<file path="src/include/radio_defines.svh">
`ifndef RADIO_DEFINES_SVH
`define RADIO_DEFINES_SVH

//////////////////////////////////////////////////////////////////////
// stream and sample widths
//////////////////////////////////////////////////////////////////////

// one byte of the raw baseband stream.
`define BYTE_SIZE 8

// raw I or Q value, two bytes.
`define CHAR_SIZE 16

// fixed-point sample used by the later radio stages.
`define DATA_SIZE 32
`define FRAC_BITS 10

//////////////////////////////////////////////////////////////////////
// buffering
//////////////////////////////////////////////////////////////////////

`define IN_FIFO_DEPTH 16
`define OUT_FIFO_DEPTH 16

`endif
</file>
<file path="src/rtl/iq_ctrl_pkg.sv">
`default_nettype none

package iq_ctrl_pkg;

    // one state per byte of the quadruple, then the output write.
    typedef enum logic [2:0] {
        I_LO,
        I_HI,
        Q_LO,
        Q_HI,
        WRITE
    } unpack_state_t;

endpackage

`default_nettype wire

</file>
<file path="src/rtl/iq_types_pkg.sv">
`default_nettype none

`include "radio_defines.svh"

package iq_types_pkg;

    // one stream byte.
    typedef logic [`BYTE_SIZE-1:0] byte_t;

    // two's complement I or Q as it arrives.
    typedef logic signed [`CHAR_SIZE-1:0] raw_sample_t;

    // fixed-point sample, FRAC_BITS below the point.
    typedef logic signed [`DATA_SIZE-1:0] sample_t;

    // sign-extend, then scale into the fixed-point format.
    function automatic sample_t quantize(input raw_sample_t raw);
        sample_t wide;
        wide = sample_t'(raw);
        return wide <<< `FRAC_BITS;
    endfunction

endpackage

`default_nettype wire

</file>
<file path="src/rtl/fifo_if.sv">
`timescale 1ns/1ps
`default_nettype none

interface fifo_if #(
    parameter int WIDTH = 8
);

    // write side.
    logic             wr_en;
    logic [WIDTH-1:0] din;
    logic             full;

    // read side.
    logic             rd_en;
    logic [WIDTH-1:0] dout;
    logic             empty;

    modport fifo_side (
        input  wr_en,
        input  din,
        input  rd_en,
        output full,
        output empty,
        output dout
    );

    modport producer (
        output wr_en,
        output din,
        input  full
    );

    modport consumer (
        output rd_en,
        input  dout,
        input  empty
    );

endinterface

`default_nettype wire

</file>
<file path="src/rtl/iq_frontend_top.sv">
`timescale 1ns/1ps
`default_nettype none

`include "radio_defines.svh"

module iq_frontend_top (
    input  wire logic                 clock,
    input  wire logic                 reset,

    // byte stream in.
    input  wire logic                 i_in_wr_en,
    input  wire iq_types_pkg::byte_t  i_in_data,
    output logic                      o_in_full,

    // I samples out.
    input  wire logic                 i_i_rd_en,
    output iq_types_pkg::sample_t     o_i_data,
    output logic                      o_i_empty,

    // Q samples out.
    input  wire logic                 i_q_rd_en,
    output iq_types_pkg::sample_t     o_q_data,
    output logic                      o_q_empty
);

    fifo_if #(.WIDTH(`BYTE_SIZE)) in_bus ();
    fifo_if #(.WIDTH(`DATA_SIZE)) i_bus ();
    fifo_if #(.WIDTH(`DATA_SIZE)) q_bus ();

    // top ports stand in for the byte producer.
    assign in_bus.wr_en = i_in_wr_en;
    assign in_bus.din   = i_in_data;
    assign o_in_full    = in_bus.full;

    // and for the sample consumers.
    assign i_bus.rd_en = i_i_rd_en;
    assign o_i_data    = i_bus.dout;
    assign o_i_empty   = i_bus.empty;

    assign q_bus.rd_en = i_q_rd_en;
    assign o_q_data    = q_bus.dout;
    assign o_q_empty   = q_bus.empty;

    fifo #(
        .WIDTH (`BYTE_SIZE),
        .DEPTH (`IN_FIFO_DEPTH)
    ) u_in_fifo (
        .clock (clock),
        .reset (reset),
        .i_bus (in_bus.fifo_side)
    );

    read_iq u_read_iq (
        .clock (clock),
        .reset (reset),
        .i_in  (in_bus.consumer),
        .o_i   (i_bus.producer),
        .o_q   (q_bus.producer)
    );

    fifo #(
        .WIDTH (`DATA_SIZE),
        .DEPTH (`OUT_FIFO_DEPTH)
    ) u_i_fifo (
        .clock (clock),
        .reset (reset),
        .i_bus (i_bus.fifo_side)
    );

    fifo #(
        .WIDTH (`DATA_SIZE),
        .DEPTH (`OUT_FIFO_DEPTH)
    ) u_q_fifo (
        .clock (clock),
        .reset (reset),
        .i_bus (q_bus.fifo_side)
    );

endmodule

`default_nettype wire

</file>
<file path="src/rtl/read_iq.sv">
`timescale 1ns/1ps
`default_nettype none

module read_iq (
    input  wire logic clock,
    input  wire logic reset,
    fifo_if.consumer  i_in,
    fifo_if.producer  o_i,
    fifo_if.producer  o_q
);

    import iq_types_pkg::*;
    import iq_ctrl_pkg::*;

    unpack_state_t state;
    unpack_state_t next_state;

    byte_t       i_lo;
    byte_t       q_lo;
    raw_sample_t i_raw;
    raw_sample_t q_raw;

    logic byte_state;
    logic pop;
    logic out_ready;
    logic write;

    //////////////////////////////////////////////////////////////////////
    // handshake
    //////////////////////////////////////////////////////////////////////

    assign byte_state = (state != WRITE);
    assign pop        = byte_state && !i_in.empty;
    assign out_ready  = !o_i.full && !o_q.full;
    assign write      = (state == WRITE) && out_ready;

    assign i_in.rd_en = pop;
    assign o_i.wr_en  = write;
    assign o_q.wr_en  = write;

    // outputs come from the held raw words.
    assign o_i.din = quantize(i_raw);
    assign o_q.din = quantize(q_raw);

    //////////////////////////////////////////////////////////////////////
    // control
    //////////////////////////////////////////////////////////////////////

    always_comb begin
        next_state = state;
        case (state)
            I_LO:    if (pop) next_state = I_HI;
            I_HI:    if (pop) next_state = Q_LO;
            Q_LO:    if (pop) next_state = Q_HI;
            Q_HI:    if (pop) next_state = WRITE;
            WRITE:   if (out_ready) next_state = I_LO;
            default: next_state = I_LO;
        endcase
    end

    always_ff @(posedge clock or posedge reset) begin
        if (reset) begin
            state <= I_LO;
        end else begin
            state <= next_state;
        end
    end

    //////////////////////////////////////////////////////////////////////
    // byte assembly
    //////////////////////////////////////////////////////////////////////

    // low byte first, high byte completes the word.
    always_ff @(posedge clock) begin
        if (pop) begin
            case (state)
                I_LO:    i_lo  <= i_in.dout;
                I_HI:    i_raw <= {i_in.dout, i_lo};
                Q_LO:    q_lo  <= i_in.dout;
                Q_HI:    q_raw <= {i_in.dout, q_lo};
                default: ;
            endcase
        end
    end

endmodule

`default_nettype wire

</file>
<file path="src/rtl/fifo.sv">
`timescale 1ns/1ps
`default_nettype none

module fifo #(
    parameter int WIDTH = 8,
    parameter int DEPTH = 16
) (
    input  wire logic  clock,
    input  wire logic  reset,
    fifo_if.fifo_side  i_bus
);

    localparam int PTR_W = (DEPTH > 1) ? $clog2(DEPTH) : 1;
    localparam int CNT_W = $clog2(DEPTH + 1);

    logic [WIDTH-1:0] mem [DEPTH];
    logic [PTR_W-1:0] wr_ptr;
    logic [PTR_W-1:0] rd_ptr;
    logic [CNT_W-1:0] count;
    logic             push;
    logic             pop;

    assign i_bus.full  = (count == CNT_W'(DEPTH));
    assign i_bus.empty = (count == '0);

    // head word falls through.
    assign i_bus.dout = mem[rd_ptr];

    assign push = i_bus.wr_en && !i_bus.full;
    assign pop  = i_bus.rd_en && !i_bus.empty;

    always_ff @(posedge clock) begin
        if (push) begin
            mem[wr_ptr] <= i_bus.din;
        end
    end

    always_ff @(posedge clock or posedge reset) begin
        if (reset) begin
            wr_ptr <= '0;
            rd_ptr <= '0;
            count  <= '0;
        end else begin
            if (push) begin
                wr_ptr <= (wr_ptr == PTR_W'(DEPTH - 1)) ? '0 : wr_ptr + 1'b1;
            end
            if (pop) begin
                rd_ptr <= (rd_ptr == PTR_W'(DEPTH - 1)) ? '0 : rd_ptr + 1'b1;
            end
            // simultaneous push and pop leaves the level alone.
            case ({push, pop})
                2'b10:   count <= count + 1'b1;
                2'b01:   count <= count - 1'b1;
                default: count <= count;
            endcase
        end
    end

endmodule

`default_nettype wire

</file>
<file path="config.mk">
export PLATFORM = sky130hd
export DESIGN_NAME = iq_frontend_top
export DESIGN_NICKNAME = d
export VERILOG_FILES = /design/src/rtl/iq_ctrl_pkg.sv /design/src/rtl/iq_types_pkg.sv /design/src/rtl/fifo_if.sv /design/src/rtl/iq_frontend_top.sv /design/src/rtl/read_iq.sv /design/src/rtl/fifo.sv
export VERILOG_INCLUDE_DIRS = /design/src /design/src/include
export SDC_FILE = /design/constraint.sdc
export NUM_CORES = 1
export LEC_CHECK = 0
export BUFFER_PORTS_ARGS = -buffer_cell sky130_fd_sc_hd__buf_2
export CAP_MARGIN = 10
export CELL_PAD_IN_SITES_DETAIL_PLACEMENT = 1
export CELL_PAD_IN_SITES_GLOBAL_PLACEMENT = 2
export CORE_MARGIN = 3
export CORE_UTILIZATION = 44
export CTS_CLUSTER_DIAMETER = 60
export DETAILED_ROUTE_END_ITERATION = 8
export GPL_TIMING_DRIVEN = 1
export PLACE_DENSITY_LB_ADDON = 0.1
export RECOVER_POWER = 50
export SYNTH_ARGS = -nofsm -noshare
export SYNTH_HDL_FRONTEND = slang
export SYNTH_SLANG_ARGS = --single-unit
</file>
<file path="constraint.sdc">
create_clock -name clock -period 3 [get_ports clock]
set_input_delay 0.15 -clock clock [delete_from_list [all_inputs] [get_ports clock]]
set_output_delay 0.15 -clock clock [all_outputs]
set_load 0.005 [all_outputs]
</file>
==> out/qor_table.md <==
| Item | Value |
| --- | --- |
| Height of the chip | 262 um |
| Via count of the first global-routing pass | 14.7k |
| Antenna viol nets, final | 0 |
| Number of hold violations in the final report | 0 |
| Die area | 68,500 um^2 |
| CTS max path bufs | 3 |
| Clock insertion delay at the later pin of the skew report | 0.62 ns |
| Average cell area after synthesis | 20.3 um^2 |
| Total Wirelength | 66.1 mm |
| Worst setup path class | reg -> reg |
| Cell at the root of the clock tree | clkbuf_16 |
| Synthesized instance count | 1,418 |
| Number of primary I/O pins | 80 |
| Fin cells | 2,509 |
| Final weighted congestion of routability-driven global placement | 0.727 |
| Leading cell type in the layout, fill and taps excluded | edfxtp_1 |
| Failing checks | max-capacitance violations, max-slew violations |
| Number of DRC violations after detailed-routing iteration 0 | 1,150 |
| Number of placement rows | 93 |
| Placed Cells incl. Taps | 2,342 |
| Sequential element share of the synthesized area | 75.4% |
| WP data required | 3.49 ns |
| Commonest register cell after synthesis | edfxtp_1 |
| Final cell utilization of the core | 51.6% |
| Data arrival, critical path | 3.41 ns |
| TritonCTS clock tree | done |
| Cell area after technology mapping | 28,800 um^2 |
| Max Freq | 343 MHz |
| Static leakage | 11.1 nW |
| Final number of max-transition violations | 36 |
| Reg clk slew, reported paths | 0.06 ns |
| Transition time at the pin with the least slew margin | 1.69 ns |
| Share of the clock period used by the worst path | 97.2% |
| Layout fillers | 5,785 |
| Worst-case headroom to the max-slew limit | -12.6% |
| HPWL Detailed | 39.1 mm |
| Maximum number of pins on one net before global-route repair | 54 |
| Largest vdd supply drop | 0.552 mV |
| Type of origin of the critical path | register |
| Worst Setup Slack post-DPL | -0.0665 ns |
| Via-per-instance ratio | 5.51 |
| Final cell area excluding filler cells | 33,300 um^2 |
| Total of buffers placed on input and output ports | 59 |
| Switching pwr | 0.0102 W |
| Worst Hold Margin | 0.0787 ns |
| Reg power frac | 44.4% |
| Yosys warns | 0 |
| Critical Path Sink Type | register |
| Final clock skew | 0.0248 ns |
| Time the final worst path needs with I/O delays and setup | 2.92 ns |
| Number of flops mapped to enable cells by yosys | 688 |
| Number of max-cap violations | 1 |
| Number of synthesized register bits | 730 |
| Total power density per cell area | 990 nW/um^2 |
| Wire length of the first global-routing pass | 97.0 mm |
| Share of layout cells above drive strength 1 | 30.5% |
| Internal power | 0.0228 W |
| Total vias in the final route | 13.8k |
| Number of antenna diodes | 0 |
| Area Overhead vs Synth | 15.8% |
| Outcome | complete, but fails checks |
| Combinational power share | 28.3% |
| Die width | 262 um |
| CTS buffer count | 79 |
| Share of flip-flops with an asynchronous set or reset | 5.75% |
| CTS sink cnt | 730 |
| Count of distinct cell types in the synthesized netlist | 48 |
| Remaining routing DRC violations | 0 |
| Min-Delay Path Class | in -> reg |
| # H-tree levels | 3 |
| Commonest cells after routing, fill and taps aside | edfxtp_1, mux4_2, buf_4 |
| Initial standard-cell utilization of the core | 44.6% |
| Unrepaired setup endpoints after global routing | yes |
| Part of the total power dissipated in the clock network | 27.3% |
| Gr ovfl total | 0 |
| Post-layout worst setup margin | 0.0828 ns |
| Antenna violations before repair | 0 |
| Aggregate global-route resource usage | 19.5% |
| Average routed wire per standard cell | 26.3 um |
| Core footprint | 64,600 um^2 |
| Detailed-router iteration count before antenna repair | 5 |
| Highest net fanout along the worst path | 4 |
| Total setup violations reported at the end of the flow | 0 |
| Final net count | 1,636 |
| Area of placed instances | 30,600 um^2 |
| Switching part of the total power | 30.8% |
-- worst max-delay path, cell delays in order, from the launching register on --
cell     delay, ns
dfrtp_1       0.38
or4_4         0.55
o22a_1        0.24
nor2b_4       0.14
buf_4         0.14
inv_4         0.05
ha_4          0.15
ha_1          0.26
nor2b_1       0.14
o21ai_1       0.16
a21oi_1       0.09
or3b_4        0.37
xnor2_1       0.13
-- final cells by class --
class | count | area (um^2) | share of cell area, %
clock inverter | 42 | 300 | 0.901
tap | 855 | 1070 | 3.21
multi-input combinational | 557 | 6570 | 19.7
sequential | 730 | 21700 | 65.2
inverter | 50 | 193 | 0.578
clock buffer | 100 | 2100 | 6.29
timing repair buffer | 175 | 1390 | 4.18
-- synth_stat cells (all sizes together) (8+ instances only) --
cell / count / area (um^2)
a21oi: 9 / 45.0
a221o: 24 / 240
buf: 72 / 499
clkbuf: 28 / 105
dfrtp: 42 / 1050
edfxtp: 688 / 20700
ha: 27 / 338
inv: 50 / 188
mux2: 54 / 608
mux4: 152 / 3420
nand2: 39 / 159
nand2b: 9 / 56.3
nand3: 9 / 55.1
nor2: 45 / 169
nor2b: 28 / 175
nor3: 12 / 60.1
o21ai: 49 / 260
o221ai: 24 / 210
xnor2: 12 / 105
xor2: 8 / 70.1
-- state kept, by name (all words and copies together) (netlist names) --
register	count
u_in_fifo.wr_ptr	4
u_i_fifo.mem	256
u_read_iq.state	3
u_q_fifo.wr_ptr	4
u_read_iq.i_lo	8
u_read_iq.q_lo	8
u_in_fifo.count	5
u_in_fifo.mem	128
u_read_iq.i_raw	16
u_q_fifo.count	5
u_q_fifo.mem	256
u_read_iq.q_raw	16
u_i_fifo.count	5
u_i_fifo.wr_ptr	4
u_q_fifo.rd_ptr	4
u_i_fifo.rd_ptr	4
u_in_fifo.rd_ptr	4
-- power by group through the flow --
stage | Sequential [W] | Combinational [W] | Clock [W]
after floorplan | 0.0140 | 0.00635 | 0
after global routing | 0.0149 | 0.0102 | 0.00970
after detailed placement | 0.0149 | 0.00904 | 0
after global placement | 0.0148 | 0.00897 | 0
final | 0.0147 | 0.00936 | 0.00900
after CTS | 0.0146 | 0.00933 | 0.00928
-- per-layer routing --
layer	track usage, %	wire length (um)
met1	28.4	29900
met2	31.0	32400
met3	3.01	2630
met4	4.84	1210
met5	0	0
-- final timing paths --
path / cells after the start / slack [ns] / start / to
min reg2reg: 0 / 0.40 / u_read_iq.q_lo[4]$_DFFE_PP_ / u_read_iq.q_raw[4]$_DFFE_PP_
min: 4 / 0.08 / i_q_rd_en / u_q_fifo.rd_ptr[3]$_DFFE_PP0P_
max reg2reg: 12 / 0.08 / u_q_fifo.count[0]$_DFFE_PP0P_ / u_q_fifo.count[4]$_DFFE_PP0P_
max: 12 / 0.08 / u_q_fifo.count[0]$_DFFE_PP0P_ / u_q_fifo.count[4]$_DFFE_PP0P_
max in group asynchronous: 3 / 1.16 / reset / u_i_fifo.rd_ptr[1]$_DFFE_PP0P_
min in group asynchronous: 3 / 0.63 / reset / u_in_fifo.wr_ptr[2]$_DFFE_PP0P_
-- through the flow --
step | total power [W] | setup TNS (ns)
after CTS | 0.0333 | 0
after detailed placement | 0.0239 | -0.0665
after floorplan | 0.0203 | 0
final | 0.0330 | 0
after global placement | 0.0238 | 0
after global routing | 0.0348 | -0.0718
-- repair_timing --
action | 4_1_cts | 5_1_grt
gates resized for setup | 5 | 22
pin swaps | 0 | 7
buffers inserted | 6 | 6
hold buffers | 10 | 0
endpoints found under the hold margin | 164 | 0
setup endpoints to repair | 30 | 24
cloned | 0 | 3
-- logic make-up (layout without fill, tap and decap cells) --
kind of cell	after synthesis	after routing	synth area share [%]
flip-flops	730	730	75.4
other	1	20	0.0130
buffers and inverters	150	367	2.75
AO/OA/AOI/OAI	123	123	3.07
adder cells (fa/ha/maj)	30	30	1.38
multiplexers	208	208	14.1
XOR/XNOR	20	20	0.608
AND/OR/NAND/NOR	156	156	2.69
Note: power is estimated with default switching activity, not from simulation.
